## src/rtl/ssdec_pkg.sv

```systemverilog
// ~~~~~~~~~~~~~~~~~~~~~~~~~~~~~~~~~~~~~~~~~~~~~~~~
// seven-segment decoder package
// serial frame layout sent to the external decoder
// ~~~~~~~~~~~~~~~~~~~~~~~~~~~~~~~~~~~~~~~~~~~~~~~~

package ssdec_pkg;

    localparam int unsigned FRAME_BITS = 16;

    // top nibble of every frame
    localparam logic [3:0] FRAME_MARK = 4'hA;

    typedef struct packed {
        logic [3:0] mark;
        logic [3:0] min;
        logic [3:0] sec_ten;
        logic [3:0] sec_one;
    } ssdec_fields_t;

    // timer writes the digit fields, the master shifts the raw word
    typedef union packed {
        logic [FRAME_BITS-1:0] raw;
        ssdec_fields_t fields;
    } ssdec_frame_t;

endpackage

```

## src/rtl/game_pkg.sv

```systemverilog
// ~~~~~~~~~~~~~~~~~~~~~~~~~~~~~~~~~~~~~~~~~~~~~~~~
// game package
// game states, lives, grid geometry, timer start
// value and button bit positions for the bomb game
// ~~~~~~~~~~~~~~~~~~~~~~~~~~~~~~~~~~~~~~~~~~~~~~~~

package game_pkg;

    typedef enum logic [1:0] {
        ST_IDLE,
        ST_PLAYING,
        ST_DEFUSED,
        ST_BOOM
    } game_state_t;

    localparam logic [1:0] LIVES_START = 2'd3;

    // 4 by 4 maze, 2-bit coordinates
    localparam int unsigned GRID_SIZE = 4;
    localparam logic [1:0] START_X = 2'd0;
    localparam logic [1:0] START_Y = 2'd0;
    localparam logic [1:0] DEST_X = 2'd3;
    localparam logic [1:0] DEST_Y = 2'd3;

    // countdown starts at 1:00
    localparam logic [3:0] START_MIN = 4'd1;
    localparam logic [3:0] START_SEC_TEN = 4'd0;
    localparam logic [3:0] START_SEC_ONE = 4'd0;

    localparam int unsigned BTN_SELECT = 0;
    localparam int unsigned BTN_UP = 1;
    localparam int unsigned BTN_RIGHT = 2;
    localparam int unsigned BTN_DOWN = 3;
    localparam int unsigned BTN_LEFT = 4;
    localparam int unsigned BTN_BACK = 5;

endpackage
```

## src/rtl/bomb_game.sv

```systemverilog
// ~~~~~~~~~~~~~~~~~~~~~~~~~~~~~~~~~~~~~~~~~~~~~~~~
// bomb game top
// buttons, game control, maze, countdown timer and
// the seven-segment serial link
// ~~~~~~~~~~~~~~~~~~~~~~~~~~~~~~~~~~~~~~~~~~~~~~~~

module bomb_game #(
    parameter int TICKS_PER_SEC = 10_000_000,
    parameter int SCK_DIV = 4
) (
    input  logic                  clk,
    input  logic                  rst_n,
    input  logic [5:0]            button,
    output logic                  ssdec_ss,
    output logic                  ssdec_sck,
    output logic                  ssdec_sdi,
    output game_pkg::game_state_t game_state,
    output logic [1:0]            lives,
    output logic [1:0]            pos_x,
    output logic [1:0]            pos_y
);

    logic [5:0]              press;
    logic                    strobe;
    logic                    wall_hit;
    logic                    at_flag;
    logic                    time_up;
    logic                    round_req;
    logic                    round_ack;
    logic                    timer_run;
    logic                    frame_req;
    logic                    frame_ack;
    ssdec_pkg::ssdec_frame_t frame;

    button_edge_detector button_edge_detector_0 (
        .clk(clk),
        .rst_n(rst_n),
        .button(button),
        .press(press),
        .strobe(strobe)
    );

    fsm_game_control fsm_game_control_0 (
        .clk(clk),
        .rst_n(rst_n),
        .press(press),
        .strobe(strobe),
        .wall_hit(wall_hit),
        .at_flag(at_flag),
        .time_up(time_up),
        .round_req(round_req),
        .round_ack(round_ack),
        .timer_run(timer_run),
        .game_state(game_state),
        .lives(lives)
    );

    maze maze_0 (
        .clk(clk),
        .rst_n(rst_n),
        .press(press),
        .strobe(strobe),
        .game_state(game_state),
        .round_req(round_req),
        .round_ack(round_ack),
        .pos_x(pos_x),
        .pos_y(pos_y),
        .wall_hit(wall_hit),
        .at_flag(at_flag)
    );

    countdown_timer #(
        .TICKS_PER_SEC(TICKS_PER_SEC)
    ) countdown_timer_0 (
        .clk(clk),
        .rst_n(rst_n),
        .run(timer_run),
        .time_up(time_up),
        .frame_req(frame_req),
        .frame_ack(frame_ack),
        .frame(frame)
    );

    ssdec_spi_master #(
        .SCK_DIV(SCK_DIV)
    ) ssdec_spi_master_0 (
        .clk(clk),
        .rst_n(rst_n),
        .frame_req(frame_req),
        .frame_ack(frame_ack),
        .frame(frame),
        .ss(ssdec_ss),
        .sck(ssdec_sck),
        .sdi(ssdec_sdi)
    );

endmodule

```

## src/rtl/ssdec_spi_master.sv

```systemverilog
// ~~~~~~~~~~~~~~~~~~~~~~~~~~~~~~~~~~~~~~~~~~~~~~~~
// ssdec SPI master
// shifts one 16-bit timer frame, MSB first, per
// req/ack handshake to the seven-segment decoder
// ~~~~~~~~~~~~~~~~~~~~~~~~~~~~~~~~~~~~~~~~~~~~~~~~

module ssdec_spi_master #(
    parameter int SCK_DIV = 4
) (
    input  logic                    clk,
    input  logic                    rst_n,
    input  logic                    frame_req,
    output logic                    frame_ack,
    input  ssdec_pkg::ssdec_frame_t frame,
    output logic                    ss,
    output logic                    sck,
    output logic                    sdi
);

    localparam int NBITS = ssdec_pkg::FRAME_BITS;
    localparam int DIV_W = (SCK_DIV > 1) ? $clog2(SCK_DIV) : 1;
    localparam int BIT_W = $clog2(NBITS);

    localparam logic [1:0] M_IDLE = 2'd0;
    localparam logic [1:0] M_LOAD = 2'd1;
    localparam logic [1:0] M_SHIFT = 2'd2;
    localparam logic [1:0] M_DONE = 2'd3;

    logic [1:0]              phase;
    logic [DIV_W-1:0]        div_cnt;
    logic [BIT_W-1:0]        bit_cnt;
    logic                    half_done;
    logic                    take;
    ssdec_pkg::ssdec_frame_t shift_q;

    assign half_done = (div_cnt == DIV_W'(SCK_DIV - 1));
    assign take = (phase == M_IDLE) && frame_req && !frame_ack;

    always_ff @(posedge clk) begin
        if (!rst_n) begin
            phase <= M_IDLE;
            div_cnt <= '0;
            bit_cnt <= '0;
            ss <= 1'b1;
            sck <= 1'b0;
            frame_ack <= 1'b0;
        end else begin
            case (phase)
                M_IDLE: begin
                    if (take)
                        phase <= M_LOAD;
                end
                M_LOAD: begin
                    ss <= 1'b0;
                    div_cnt <= '0;
                    bit_cnt <= '0;
                    phase <= M_SHIFT;
                end
                M_SHIFT: begin
                    div_cnt <= div_cnt + 1'b1;
                    if (half_done) begin
                        div_cnt <= '0;
                        sck <= ~sck;
                        // falling edge closes a bit
                        if (sck) begin
                            if (bit_cnt == BIT_W'(NBITS - 1)) begin
                                ss <= 1'b1;
                                frame_ack <= 1'b1;
                                phase <= M_DONE;
                            end else begin
                                bit_cnt <= bit_cnt + 1'b1;
                            end
                        end
                    end
                end
                default: begin
                    if (!frame_req) begin
                        frame_ack <= 1'b0;
                        phase <= M_IDLE;
                    end
                end
            endcase
        end
    end

    always_ff @(posedge clk) begin
        if (take)
            shift_q <= frame;
        else if (phase == M_SHIFT && half_done && sck)
            shift_q.raw <= {shift_q.raw[NBITS-2:0], 1'b0};
    end

    // next bit appears right after each falling sck
    assign sdi = shift_q.raw[NBITS-1] & ~ss;

    sck_idle_low: assert property (@(posedge clk) disable iff (!rst_n) ss |-> !sck);

endmodule

```

## src/rtl/maze.sv

```systemverilog
// ~~~~~~~~~~~~~~~~~~~~~~~~~~~~~~~~~~~~~~~~~~~~~~~~
// maze
// fixed 4x4 wall map, player movement, wall hits
// and flag arrival
// ~~~~~~~~~~~~~~~~~~~~~~~~~~~~~~~~~~~~~~~~~~~~~~~~

module maze (
    input  logic                  clk,
    input  logic                  rst_n,
    input  logic [5:0]            press,
    input  logic                  strobe,
    input  game_pkg::game_state_t game_state,
    input  logic                  round_req,
    output logic                  round_ack,
    output logic [1:0]            pos_x,
    output logic [1:0]            pos_y,
    output logic                  wall_hit,
    output logic                  at_flag
);

    localparam int CELLS = game_pkg::GRID_SIZE * game_pkg::GRID_SIZE;

    // open sides per cell {left, down, right, up}, index y*4+x
    localparam logic [3:0] OPEN_MAP [CELLS] = '{
        4'b0110, 4'b1010, 4'b1110, 4'b1100,
        4'b0111, 4'b1110, 4'b1101, 4'b0101,
        4'b0111, 4'b1011, 4'b1111, 4'b1001,
        4'b0011, 4'b1010, 4'b1011, 4'b1000
    };

    logic       window;
    logic       dir_req;
    logic [1:0] dir;
    logic [1:0] next_x;
    logic [1:0] next_y;
    logic [3:0] cell_open;

    // priority up, right, down, left
    always_comb begin
        dir_req = 1'b1;
        dir = 2'd0;
        next_x = pos_x;
        next_y = pos_y;
        if (press[game_pkg::BTN_UP]) begin
            dir = 2'd0;
            next_y = pos_y - 2'd1;
        end else if (press[game_pkg::BTN_RIGHT]) begin
            dir = 2'd1;
            next_x = pos_x + 2'd1;
        end else if (press[game_pkg::BTN_DOWN]) begin
            dir = 2'd2;
            next_y = pos_y + 2'd1;
        end else if (press[game_pkg::BTN_LEFT]) begin
            dir = 2'd3;
            next_x = pos_x - 2'd1;
        end else begin
            dir_req = 1'b0;
        end
    end

    // grid edges are closed in the map, so wraparound never lands
    assign cell_open = OPEN_MAP[{pos_y, pos_x}];

    always_ff @(posedge clk) begin
        if (!rst_n) begin
            pos_x <= game_pkg::START_X;
            pos_y <= game_pkg::START_Y;
            round_ack <= 1'b0;
            window <= 1'b0;
            wall_hit <= 1'b0;
        end else begin
            wall_hit <= 1'b0;
            if (round_req && !round_ack) begin
                pos_x <= game_pkg::START_X;
                pos_y <= game_pkg::START_Y;
                window <= 1'b1;
                round_ack <= 1'b1;
            end else begin
                if (!round_req)
                    round_ack <= 1'b0;
                if (game_state != game_pkg::ST_PLAYING) begin
                    window <= 1'b0;
                end else if (window && strobe && dir_req) begin
                    if (cell_open[dir]) begin
                        pos_x <= next_x;
                        pos_y <= next_y;
                    end else begin
                        wall_hit <= 1'b1;
                    end
                end
            end
        end
    end

    assign at_flag = (pos_x == game_pkg::DEST_X) && (pos_y == game_pkg::DEST_Y);

endmodule

```

## src/rtl/fsm_game_control.sv

```systemverilog
// ~~~~~~~~~~~~~~~~~~~~~~~~~~~~~~~~~~~~~~~~~~~~~~~~
// game control FSM
// idle / playing / defused / boom, life counter
// and round start request toward the maze
// ~~~~~~~~~~~~~~~~~~~~~~~~~~~~~~~~~~~~~~~~~~~~~~~~

module fsm_game_control (
    input  logic                  clk,
    input  logic                  rst_n,
    input  logic [5:0]            press,
    input  logic                  strobe,
    input  logic                  wall_hit,
    input  logic                  at_flag,
    input  logic                  time_up,
    output logic                  round_req,
    input  logic                  round_ack,
    output logic                  timer_run,
    output game_pkg::game_state_t game_state,
    output logic [1:0]            lives
);

    always_ff @(posedge clk) begin
        if (!rst_n) begin
            game_state <= game_pkg::ST_IDLE;
            lives <= game_pkg::LIVES_START;
            round_req <= 1'b0;
        end else begin
            if (round_req && round_ack)
                round_req <= 1'b0;

            case (game_state)
                game_pkg::ST_IDLE: begin
                    if (strobe && press[game_pkg::BTN_SELECT]) begin
                        game_state <= game_pkg::ST_PLAYING;
                        lives <= game_pkg::LIVES_START;
                        round_req <= 1'b1;
                    end
                end
                game_pkg::ST_PLAYING: begin
                    // maze status is stale until the round start completes
                    if (!round_req) begin
                        if (time_up) begin
                            game_state <= game_pkg::ST_BOOM;
                        end else if (wall_hit) begin
                            lives <= lives - 2'd1;
                            if (lives == 2'd1)
                                game_state <= game_pkg::ST_BOOM;
                        end else if (at_flag) begin
                            game_state <= game_pkg::ST_DEFUSED;
                        end
                    end
                end
                default: begin
                    if (strobe && press[game_pkg::BTN_BACK])
                        game_state <= game_pkg::ST_IDLE;
                end
            endcase
        end
    end

    assign timer_run = (game_state == game_pkg::ST_PLAYING);

    lives_reload_only: assert property (@(posedge clk) disable iff (!rst_n)
        (lives > $past(lives)) |->
            ($past(game_state) == game_pkg::ST_IDLE) && (game_state == game_pkg::ST_PLAYING));

endmodule

```

## src/rtl/countdown_timer.sv

```systemverilog
// ~~~~~~~~~~~~~~~~~~~~~~~~~~~~~~~~~~~~~~~~~~~~~~~~
// countdown timer
// counts m:ss down to 0:00 while run is high and
// offers each new digit set to the ssdec master
// ~~~~~~~~~~~~~~~~~~~~~~~~~~~~~~~~~~~~~~~~~~~~~~~~

module countdown_timer #(
    parameter int TICKS_PER_SEC = 10_000_000
) (
    input  logic                    clk,
    input  logic                    rst_n,
    input  logic                    run,
    output logic                    time_up,
    output logic                    frame_req,
    input  logic                    frame_ack,
    output ssdec_pkg::ssdec_frame_t frame
);

    localparam int TICK_W = (TICKS_PER_SEC > 1) ? $clog2(TICKS_PER_SEC) : 1;

    logic [TICK_W-1:0] tick_cnt;
    logic [3:0] min_q, sec_ten_q, sec_one_q;
    logic [3:0] min_d, sec_ten_d, sec_one_d;
    logic at_zero;
    logic sec_tick;
    logic changed;
    logic dirty;
    logic offer;

    assign at_zero = (min_q == 4'd0) && (sec_ten_q == 4'd0) && (sec_one_q == 4'd0);
    assign sec_tick = run && !at_zero && (tick_cnt == TICK_W'(TICKS_PER_SEC - 1));

    // next digits, borrow from the left
    always_comb begin
        min_d = min_q;
        sec_ten_d = sec_ten_q;
        sec_one_d = sec_one_q;
        if (!run) begin
            min_d = game_pkg::START_MIN;
            sec_ten_d = game_pkg::START_SEC_TEN;
            sec_one_d = game_pkg::START_SEC_ONE;
        end else if (sec_tick) begin
            if (sec_one_q != 4'd0) begin
                sec_one_d = sec_one_q - 4'd1;
            end else if (sec_ten_q != 4'd0) begin
                sec_one_d = 4'd9;
                sec_ten_d = sec_ten_q - 4'd1;
            end else begin
                sec_one_d = 4'd9;
                sec_ten_d = 4'd5;
                min_d = min_q - 4'd1;
            end
        end
    end

    assign changed = {min_d, sec_ten_d, sec_one_d} != {min_q, sec_ten_q, sec_one_q};
    // new offer only once the previous handshake has fully closed
    assign offer = dirty && !frame_req && !frame_ack;

    always_ff @(posedge clk) begin
        if (!rst_n) begin
            tick_cnt <= '0;
            min_q <= game_pkg::START_MIN;
            sec_ten_q <= game_pkg::START_SEC_TEN;
            sec_one_q <= game_pkg::START_SEC_ONE;
            time_up <= 1'b0;
            dirty <= 1'b1;
            frame_req <= 1'b0;
        end else begin
            if (!run || at_zero || sec_tick)
                tick_cnt <= '0;
            else
                tick_cnt <= tick_cnt + 1'b1;
            min_q <= min_d;
            sec_ten_q <= sec_ten_d;
            sec_one_q <= sec_one_d;
            time_up <= run && ({min_d, sec_ten_d, sec_one_d} == 12'd0);
            dirty <= changed || (dirty && !offer);
            if (offer)
                frame_req <= 1'b1;
            else if (frame_ack)
                frame_req <= 1'b0;
        end
    end

    always_ff @(posedge clk) begin
        if (offer) begin
            frame.fields.mark <= ssdec_pkg::FRAME_MARK;
            frame.fields.min <= min_q;
            frame.fields.sec_ten <= sec_ten_q;
            frame.fields.sec_one <= sec_one_q;
        end
    end

    // master may only acknowledge an open request
    ack_only_on_req: assert property (@(posedge clk) disable iff (!rst_n)
        $rose(frame_ack) |-> frame_req);

endmodule

```

## src/rtl/button_edge_detector.sv

```systemverilog
// ~~~~~~~~~~~~~~~~~~~~~~~~~~~~~~~~~~~~~~~~~~~~~~~~
// button edge detector
// two-flop sync on all six buttons, one-cycle press
// pulse per rising edge and a common strobe
// ~~~~~~~~~~~~~~~~~~~~~~~~~~~~~~~~~~~~~~~~~~~~~~~~

module button_edge_detector (
    input  logic       clk,
    input  logic       rst_n,
    input  logic [5:0] button,
    output logic [5:0] press,
    output logic       strobe
);

    logic [5:0] sync_a;
    logic [5:0] sync_b;
    logic [5:0] last_b;

    always_ff @(posedge clk) begin
        if (!rst_n) begin
            sync_a <= '0;
            sync_b <= '0;
            last_b <= '0;
            press <= '0;
        end else begin
            sync_a <= button;
            sync_b <= sync_a;
            last_b <= sync_b;
            // rising edge of the synchronized level
            press <= sync_b & ~last_b;
        end
    end

    assign strobe = |press;

endmodule

```

## config.mk

```make
export PLATFORM = sky130hd
export DESIGN_NAME = bomb_game
export DESIGN_NICKNAME = d
export VERILOG_FILES = /design/src/rtl/ssdec_pkg.sv /design/src/rtl/game_pkg.sv /design/src/rtl/bomb_game.sv /design/src/rtl/ssdec_spi_master.sv /design/src/rtl/maze.sv /design/src/rtl/fsm_game_control.sv /design/src/rtl/countdown_timer.sv /design/src/rtl/button_edge_detector.sv
export SDC_FILE = /design/constraint.sdc
export NUM_CORES = 1
export LEC_CHECK = 0
export ABC_AREA = 1
export BUFFER_PORTS_ARGS = -buffer_cell sky130_fd_sc_hd__clkbuf_2
export CORE_MARGIN = 1.5
export CORE_UTILIZATION = 30
export CTS_CLUSTER_DIAMETER = 100
export CTS_CLUSTER_SIZE = 14
export DETAILED_ROUTE_END_ITERATION = 10
export PLACE_DENSITY_LB_ADDON = 0.15
export SLEW_MARGIN = 25
export SYNTH_ARGS = -nofsm -noshare
export SYNTH_HDL_FRONTEND = slang
export SYNTH_HIERARCHICAL = 1
export SYNTH_SLANG_ARGS = --single-unit
```

## constraint.sdc

```tcl
create_clock -name clk -period 2.81 [get_ports clk]
set_clock_uncertainty 0.05 [all_clocks]
set_input_delay 0.562 -clock clk [delete_from_list [all_inputs] [get_ports clk]]
set_output_delay 0.562 -clock clk [all_outputs]
set_load 0.1 [all_outputs]
```

Word-level counts from Yosys, hierarchy flattened
Memory sizes are Yosys's and may differ from the RTL's.
Index checks and enable logic that the tools add are counted.
{"block": "totals", "ff_bits": 114, "mem_bits_ro": 64, "inputBits": 8, "out_inout_bits": 11, "word_cells": 210, "memories": 1}
{"block": "classes", "n_addsub": 11, "n_lt_le_gt_ge": 2, "n_eq_ne": 27, "muxes": 72, "bitwise": 11, "n_reduce_logical": 58}
{"memory": "(name not given)", "depth": 16, "width": 4, "rd": 1, "rd_clocked_by_memory_dff": 0, "wr": 0, "line": "maze.sv:62", "source": "assign cell_open = OPEN_MAP[{pos_y, pos_x}];"}
{"operator": "$mux W4", "n": 16}
{"operator": "$mux W2", "n": 27}
{"operator": "$reduce_and A5 Y1", "n": 5}
{"operator": "$add A24 B1 Y24 const B", "n": 1}
{"operator": "$eq A24 B24 Y1 const B", "n": 1}
{"operator": "$logic_and A1 B1 Y1", "n": 19}
{"operator": "$mux W1", "n": 19}
{"operator": "$mux W16", "n": 1}
{"operator": "$ne A2 B1 Y1 const B", "n": 8}
{"operator": "$reduce_bool A2 Y1", "n": 7}
{"operator": "$logic_not A12 Y1", "n": 1}
{"operator": "$logic_not A4 Y1", "n": 3}
{"operator": "$mux W12", "n": 1}
{"operator": "$ne A12 B12 Y1", "n": 1}
{"operator": "$ne A2 B2 Y1 const B", "n": 6}
{"operator": "$pmux W2 S2", "n": 3}
{"operator": "$sub A4 B1 Y4 const B", "n": 3}
{"operator": "$eq A2 B2 Y1 const B", "n": 4}
{"operator": "$ne A4 B4 Y1 const B", "n": 2}
{"operator": "$pmux W4 S2", "n": 1}
{"operator": "$reduce_and A4 Y1", "n": 2}
{"operator": "$reduce_bool A4 Y1", "n": 2}
{"operator": "$not A1 Y1", "n": 7}
{"operator": "$add A2 B1 Y2 const B", "n": 3}
{"operator": "23 further kinds", "n": 38}

Longest topological paths before layout
Gate-level depths: netlist (run 1).
{"block": "depth", "ltp_word": 10, "depth_mapped": 15, "depth_no_buf": 15}

Hierarchy
The synthesis (run 1) kept the hierarchy.
{"mod": "countdown_timer", "instances": 1, "cells_each": 387, "area_each_um2": 2857.7, "seq_area_each_um2": 1141.1}
{"mod": "ssdec_spi_master", "instances": 1, "cells_each": 135, "area_each_um2": 1350.0, "seq_area_each_um2": 700.7}
{"mod": "button_edge_detector", "instances": 1, "cells_each": 72, "area_each_um2": 688.2, "seq_area_each_um2": 480.5}
{"mod": "maze", "instances": 1, "cells_each": 87, "area_each_um2": 594.3, "seq_area_each_um2": 140.1}
{"mod": "fsm_game_control", "instances": 1, "cells_each": 48, "area_each_um2": 312.8, "seq_area_each_um2": 100.1}

Worst setup path before layout (run 1)
Ideal clock, no wire load.
{"block": "synth_path", "path_type": "reg-to-reg", "from": "register ssdec_spi_master_0.sck", "to": "register ssdec_spi_master_0/shift_q[0] (netlist bit), enable pin", "setup_ns": 0.411, "arrival_ns": 2.440, "required_time_ns": 2.349, "path_slack_ns": -0.091, "stages_incl_launch_ff": 3, "path_buffers": 0, "period_less_slack_ns": 2.901, "cell_sequence": "dfxtp_1 nand2_1 o21ai_0"}
{"block": "synth_via", "elab_chain_cells": 2}
{"item": "start, declared", "line": "ssdec_spi_master.sv:16", "source": "output logic sck,"}
{"item": "start signal, assigned", "line": "ssdec_spi_master.sv:63", "source": "sck <= ~sck;"}
{"item": "$logic_and A1 B1 Y1", "line": "ssdec_spi_master.sv:89", "source": "else if (phase == M_SHIFT && half_done && sck)"}
{"item": "$reduce_bool A2 Y1 (no source line)"}
{"item": "end signal, assigned", "line": "ssdec_spi_master.sv:88", "source": "shift_q <= frame;"}
{"item": "end, declared", "line": "ssdec_spi_master.sv:34", "source": "ssdec_pkg::ssdec_frame_t shift_q;"}
No other way between the ends.
A chain may end at the register's enable or synchronous reset.

Final worst setup path (run 1)
{"block": "layout_path", "from": "register maze_0.pos_y[0]", "to": "output port pos_y[0]"}
{"item": "start, declared", "line": "maze.sv:16", "source": "output logic [1:0] pos_y,"}
{"item": "start signal, assigned", "line": "maze.sv:67", "source": "pos_y <= game_pkg::START_Y;"}
{"item": "start signal, assigned", "line": "maze.sv:75", "source": "pos_y <= game_pkg::START_Y;"}
{"item": "start signal, assigned", "line": "maze.sv:86", "source": "pos_y <= next_y;"}
{"item": "end, declared", "line": "bomb_game.sv:20", "source": "output logic [1:0] pos_y"}
No word-level cell between the ends.

==> flow_summary.json, run 1 <==
{
  "outcome": "complete, no violations",
  "crit_path_end_kind": "output pin",
  "worst-path-stages": 1,
  "floorplan.initialDensity_pct": 30.8,
  "ys_top_cells_by_area": "dfxtp_1 30%, edfxtp_1 14%, nand2_1 10%",
  "yosys.area.top_type_share_pct": 29.7,
  "cts_resized": 0,
  "path_delay_family": "buffers and inverters",
  "period_needed_ns": 2.04,
  "yosys_warnings": 6,
  "clock.fmax_mhz": 489,
  "worst_setup_path_start_kind": "flip-flop",
  "crit_required_ns": 2.20,
  "rows": 50,
  "die_w_um": 142,
  "criticalPathCategory": "flip-flop to output pin",
  "avgSynthCellArea_sq_um": 7.96,
  "first_pass_iters": 4,
  "crit_fanout": 10,
  "tightest_slew_ns": 0.568,
  "cts_setup_buffers": 0,
  "grt_max_degree": 35,
  "diodes": 0,
  "clockRootBuffer": "clkbuf_16",
  "fin_tns_setup_ns": 0,
  "cp_slowest_cell": "clkbuf_2",
  "io_buffer_count": 18,
  "detail-route-antenna-nets": 0,
  "cts.clk_slew.worst_paths_ns": 0.06,
  "clk_path_buf_depth": 2,
  "power.density_mw_per_mm2": 807,
  "finalSetupViolations": 0,
  "regToRegStartpoint": "fsm_game_control_0/game_state[0]",
  "holdCritPathClass": "input pin to flip-flop",
  "layout_common_cells": "159 x nand2_1, 108 x nor2_1, 90 x inv_1, 86 x dfxtp_1, 43 x nand3_1",
  "clock_sinks": 114,
  "synth-edff-count": 28,
  "crit_start": "maze_0/pos_y[0]",
  "first_iter_violations": 176,
  "drc": 0,
  "slew_violations": 0,
  "die_h_um": 142,
  "drv_cap": 0,
  "final_nets": 780,
  "p_total_mw": 5.42,
  "slew_headroom_pct": 62.3,
  "syn_area_sq_mm": 0.00580,
  "hpwl_um": 8540,
  "syn2layout_area_growth_pct": 15.8,
  "dieArea_sq_mm": 0.0202,
  "rrSetupSlack_ns": 0.77,
  "vias_per_cell": 4.37,
  "grt_use_total_pct": 12.9,
  "place.gp.congestion": 0.827,
  "insertion_delay_ns": 0.41,
  "cts_tree": "done",
  "worstHoldStart": "button[3]",
  "drt-total-wl_um": 11900,
  "design.core.area_sq_mm": 0.0188,
  "synth_area_leader_cell": "dfxtp_1",
  "async_flop_share_pct": 0,
  "ir_worst_vdd_mv": 0.356,
  "crit_buf_inv": 1,
  "layout-drive-gt1-share_pct": 17.1,
  "max_stage_delay_ns": 0.52,
  "ys_dominant_reg_cell": "dfxtp_1",
  "ys_types": 50,
  "synth-seq-cells": 114,
  "crit_end": "pos_y[0]",
  "grt_pass1_vias": 4431,
  "ctsHoldBuffers": 0,
  "grt_pass1_wl_um": 20700,
  "grt_antenna_before_repair": 0,
  "cts_made_buffers": 17,
  "min_period_over_period_pct": 72.7,
  "num-fill-cells": 1964,
  "arrival_ns": 1.43,
  "ff2ff_path_depth": 12,
  "crit_chain": "clkbuf_2",
  "syn_inst": 729,
  "io-pin-count": 19,
  "routedWlPerCell_um": 11.5,
  "critical_path.reg2reg.endpoint": "countdown_timer_0/dirty",
  "num_vias": 4504,
  "mostFrequentLayoutCell": "nand2_1",
  "final-hold-violation-count": 0,
  "p_leak_nw": 2.92,
  "grt-ovfl-total": 0,
  "rsz0062_at_grt": "false",
  "htreeDepth": 4,
  "yosysSeqAreaShare_pct": 44.2
}
routing by layer:
metal / wire length, um / up-vias / GRT usage [%]
li1: - / 2386 / -
met1: 5940 / 2041 / 16.7
met2: 5320 / 59 / 20.0
met3: 353 / 18 / 3.50
met4: 245 / 0 / 6.13
met5: 0 / - / 0
kinds of logic after synthesis:
family | share of synthesized area (%)
flops | 44.2
fa+ha+maj | 3.02
xor+xnor | 2.11
other cells | 0.129
buf+inv | 8.47
compound gates | 5.84
simple gates | 32.9
mux | 3.36
worst min-delay path: stages:
cell	delay, ns
clkbuf_2	0.07
nand2_1	0.04
inv_1	0.04
report_power, final:
| part | internal (mW) | switching [mW] |
|---|---|---|
| Clock | 1.24 | 0.838 |
| Combinational | 0.404 | 0.836 |
| Sequential | 1.99 | 0.118 |
worst min path at each step:
stage	end	slack [ns]	cells past startpoint
floorplan	button_edge_detector_0/press[0]	0.32	1
finish	button_edge_detector_0/sync_a[3]	0.27	3
global route	button_edge_detector_0/sync_a[1]	0.27	3
CTS	button_edge_detector_0/sync_a[3]	0.25	3
global placement	button_edge_detector_0/press[1]	0.32	1
detailed placement	button_edge_detector_0/press[0]	0.33	1
registers in the layout (all words and copies together), names as in the netlist, 2 cells and up:
| name | cells |
|---|---|
| countdown_timer_0/min_q | 4 |
| countdown_timer_0/tick_cnt | 24 |
| button_edge_detector_0/sync_b | 6 |
| maze_0/pos_x | 2 |
| button_edge_detector_0/sync_a | 6 |
| countdown_timer_0/sec_ten_q | 4 |
| fsm_game_control_0/lives | 2 |
| countdown_timer_0/sec_one_q | 4 |
| ssdec_spi_master_0/shift_q | 16 |
| button_edge_detector_0/press | 6 |
| fsm_game_control_0/game_state | 2 |
| ssdec_spi_master_0/div_cnt | 2 |
| maze_0/pos_y | 2 |
| button_edge_detector_0/last_b | 6 |
| countdown_timer_0/frame | 12 |
| ssdec_spi_master_0/phase | 2 |
| ssdec_spi_master_0/bit_cnt | 4 |
layout make-up:
| class | count | area, sq um | area share [%] |
|---|---|---|---|
| Timing Repair Buffer | 22 | 120 | 1.79 |
| Sequential cell | 114 | 2560 | 38.1 |
| Clock buffer | 17 | 425 | 6.33 |
| Multi-Input combinational cell | 502 | 2760 | 41.0 |
| Tap cell | 260 | 325 | 4.84 |
| Clock inverter | 15 | 146 | 2.18 |
| Inverter | 101 | 384 | 5.72 |
synthesized netlist by cell type, types with 3 or more instances:
cell type and instances:
nor3b_1 4, nor4_1 3, nand2_2 9, nand4_1 8, nor2_2 8, nand3_2 14
nand2_4 4, buf_4 5, a21oi_1 23, mux2_4 7, nor2_1 108, nand2_1 159
buf_2 4, nor3b_2 3, inv_2 8, nand3_1 43, edfxtp_1 28, dfxtp_1 86
nor3_1 12, o21ai_1 9, mux2_2 8, o21ai_0 22, ha_1 14, nor2_4 6
xor2_1 10, inv_1 90, xnor2_1 4
per-stage QoR:
stage | cells | instance area (sq um) | hold slack [ns] | setup WS [ns] | utilization, %
finish | 1031 | 6720 | 0.274 | 0.766 | 35.7
global route | 1031 | 6720 | 0.271 | 0.483 | 35.7
CTS | 1031 | 6720 | 0.252 | 0.747 | 35.7
detailed placement | 999 | 6150 | 0.326 | 0.766 | 32.7
global placement | 999 | 6150 | 0.323 | 0.785 | 32.7
floorplan | 731 | 5810 | 0.318 | 0.140 | -
Power figures use the tool's default switching activity.
==> run 2, diff against run 1 <==
==> constraint.sdc (replaced) <==
create_clock -name clk -period 2.05 [get_ports clk]
set_clock_uncertainty 0.05 [all_clocks]
set_input_delay 0.41 -clock clk [delete_from_list [all_inputs] [get_ports clk]]
set_output_delay 0.41 -clock clk [all_outputs]
set_load 0.1 [all_outputs]
==> run 2 against run 1 <==
Cell count is 3.0% higher. Non-clock buffer count is 31 higher. Sequential share of layout area is 1.9 points lower. Clock-buffer cell count is 1 higher. First-iteration DRC count is 14% lower. Largest power group is now clock.
==> flow_summary.json, run 2 (same netlist as run 1, synthesis figures left out) <==
{
  "p_int_mw": 5.40,
  "cts.clk_slew.worst_paths_ns": 0.06,
  "place.gp.congestion": 0.836,
  "holdCritPathClass": "input pin to flip-flop",
  "rrSetupSlack_ns": 0.14,
  "highest_layer": "met4",
  "top_register": "countdown_timer_0/tick_cnt",
  "hpwl_um": 9050,
  "path_delay_family": "simple AND/OR/NAND/NOR gates",
  "io_buffer_count": 18,
  "dieArea_sq_mm": 0.0202,
  "num-fill-cells": 1926,
  "grt_pass1_wl_um": 21300,
  "rows": 50,
  "die_w_um": 142,
  "p_leak_nw": 3.12,
  "clockRootBuffer": "clkbuf_16",
  "crit_fanout": 7,
  "crit_buf_inv": 3,
  "htreeDepth": 4,
  "clock_power_share_pct": 39.5,
  "grt_max_degree": 22,
  "worst_setup_path_start_kind": "flip-flop",
  "first_iter_violations": 151,
  "placed_cell_area_sq_mm": 0.00638,
  "power_switching_mw": 2.48,
  "largest_reg_flops": 24,
  "regArea_sq_mm": 0.00258,
  "first_pass_iters": 4,
  "die_h_um": 142,
  "power.density_mw_per_mm2": 1110,
  "grt-ovfl-total": 0,
  "switching_share_pct": 31.4,
  "syn2layout_area_growth_pct": 22.8,
  "cpMostUsedCell": "nand2_1",
  "clk_path_buf_depth": 2,
  "grt_antenna_before_repair": 0,
  "grt_pass1_vias": 4560,
  "detail-route-antenna-nets": 0,
  "wirelength_met1_um": 6000,
  "crit_required_ns": 2.29,
  "outcome": "complete, no violations",
  "grt_use_total_pct": 13.3,
  "insertion_delay_ns": 0.41,
  "drc": 0,
  "clock_sinks": 114,
  "cts_made_buffers": 17,
  "slew_headroom_pct": 63.2,
  "multi_input_comb_area_sq_mm": 0.00283,
  "p_total_mw": 7.88,
  "mostFrequentLayoutCell": "nand2_1",
  "criticalPathCategory": "flip-flop to flip-flop",
  "crit_path_end_kind": "flip-flop",
  "drv_cap": 0,
  "floorplan.initialDensity_pct": 30.8,
  "io-pin-count": 19,
  "ir_worst_vdd_mv": 0.582,
  "crit_chain": "inv_2 > ha_1 > nand2_1 > nor2_2 > nand2_2 > nand2_4 > buf_12 > inv_4 > nand2_2 > nand2_1 > nand3_2 > nand2_1 > nand2_1 > nor2_2 > nand3_1",
  "max_stage_delay_ns": 0.34,
  "layout-drive-gt1-share_pct": 23.3,
  "tightest_slew_ns": 0.554,
  "final-hold-violation-count": 0,
  "finalSetupViolations": 0,
  "final_nets": 811,
  "cts_tree": "done",
  "combinationalPowerShare_pct": 23.8,
  "arrival_ns": 2.14,
  "min_period_over_period_pct": 93.0,
  "stdcell_count": 1062,
  "slew_violations": 0,
  "worst_hold_slack_ns": 0.128,
  "routedWlPerCell_um": 11.7,
  "design.core.area_sq_mm": 0.0188,
  "met3_length_um": 370,
  "final_cell_area_sq_mm": 0.00712,
  "period_needed_ns": 1.91,
  "drt-total-wl_um": 12400,
  "dp.cells": 1025,
  "clock.fmax_mhz": 524,
  "reg.largest.list": "countdown_timer_0/tick_cnt: 24 flops, ssdec_spi_master_0/shift_q: 16 flops, countdown_timer_0/frame: 12 flops",
  "num_vias": 4631,
  "cp_slowest_cell": "dfxtp_1",
  "diodes": 0,
  "vias_per_cell": 4.36,
  "dr_wl_met2_um": 5770,
  "fin_tns_setup_ns": 0,
  "seqPwrFrac_pct": 36.8,
  "layout_common_cells": "158 x nand2_1, 102 x nor2_1, 89 x inv_1, 75 x dfxtp_1, 42 x nand3_1"
}
## run 2: cell types whose count changed in the layout (fill, tap and decap cells not counted), sizes merged
cell,delta
clkinv,+1
inv,-5
buf,+31
clkinvlp,+1
clkbuf,+1
bufinv,+2
## run 2: final cells by class
class / count / share of cell area (%)
multi-input cells: 502 / 39.8
flip-flops and latches: 114 / 36.2
clock buffers: 18 / 6.32
inverters: 101 / 5.39
repair buffers: 53 / 5.30
well taps: 260 / 4.57
clock inverters: 14 / 2.46
## run 2: path summary, 6_finish.rpt
check | start | to | cells past startpoint
setup / recovery | countdown_timer_0/min_q[1] | countdown_timer_0/dirty | 15
hold / removal | button[2] | button_edge_detector_0/sync_a[2] | 3
setup reg to reg | countdown_timer_0/min_q[1] | countdown_timer_0/dirty | 15
hold reg to reg | button_edge_detector_0/last_b[2] | button_edge_detector_0/press[2] | 1
## run 2: what timing repair did
| action | in CTS | in global routing |
|---|---|---|
| hold buffers | 0 | 0 |
| setup buffers | 0 | 5 |
| resized for setup | 0 | 22 |
| setup endpoints to repair | 0 | 6 |
## run 2: through the flow
| step | worst slack [ns] | util (%) |
|---|---|---|
| final | 0.143 | 37.8 |
| after global routing | -0.000705 | 37.8 |
| after CTS | 0.00424 | 37.2 |
| after detailed placement | 0.0169 | 33.9 |
| after global placement | 0.0784 | 33.9 |
| after floorplan | 0.00817 | - |
## run 2: power by group through the flow
stage / Combinational, mW / Clock, mW / Sequential, mW
after floorplan: 1.17 / 0 / 3.15
after global placement: 1.79 / 0 / 2.94
after detailed placement: 1.84 / 0 / 2.95
after CTS: 1.84 / 3.21 / 2.90
after global routing: 2.07 / 3.32 / 2.94
final: 1.87 / 3.11 / 2.90
## run 2: metal layers
layer	up-vias	track usage, %
li1	2445	-
met1	2095	16.5
met2	69	21.9
met3	22	3.16
met4	0	6.40
met5	-	0
## run 2: worst register-to-register path: stages (launching register included)
cell	delay, ns
dfxtp_1	0.34
inv_2	0.06
ha_1	0.18
nand2_1	0.08
nor2_2	0.04
nand2_2	0.07
nand2_4	0.08
buf_12	0.13
inv_4	0.11
nand2_2	0.09
nand2_1	0.08
nand3_2	0.12
nand2_1	0.08
nand2_1	0.08
nor2_2	0.13
nand3_1	0.09
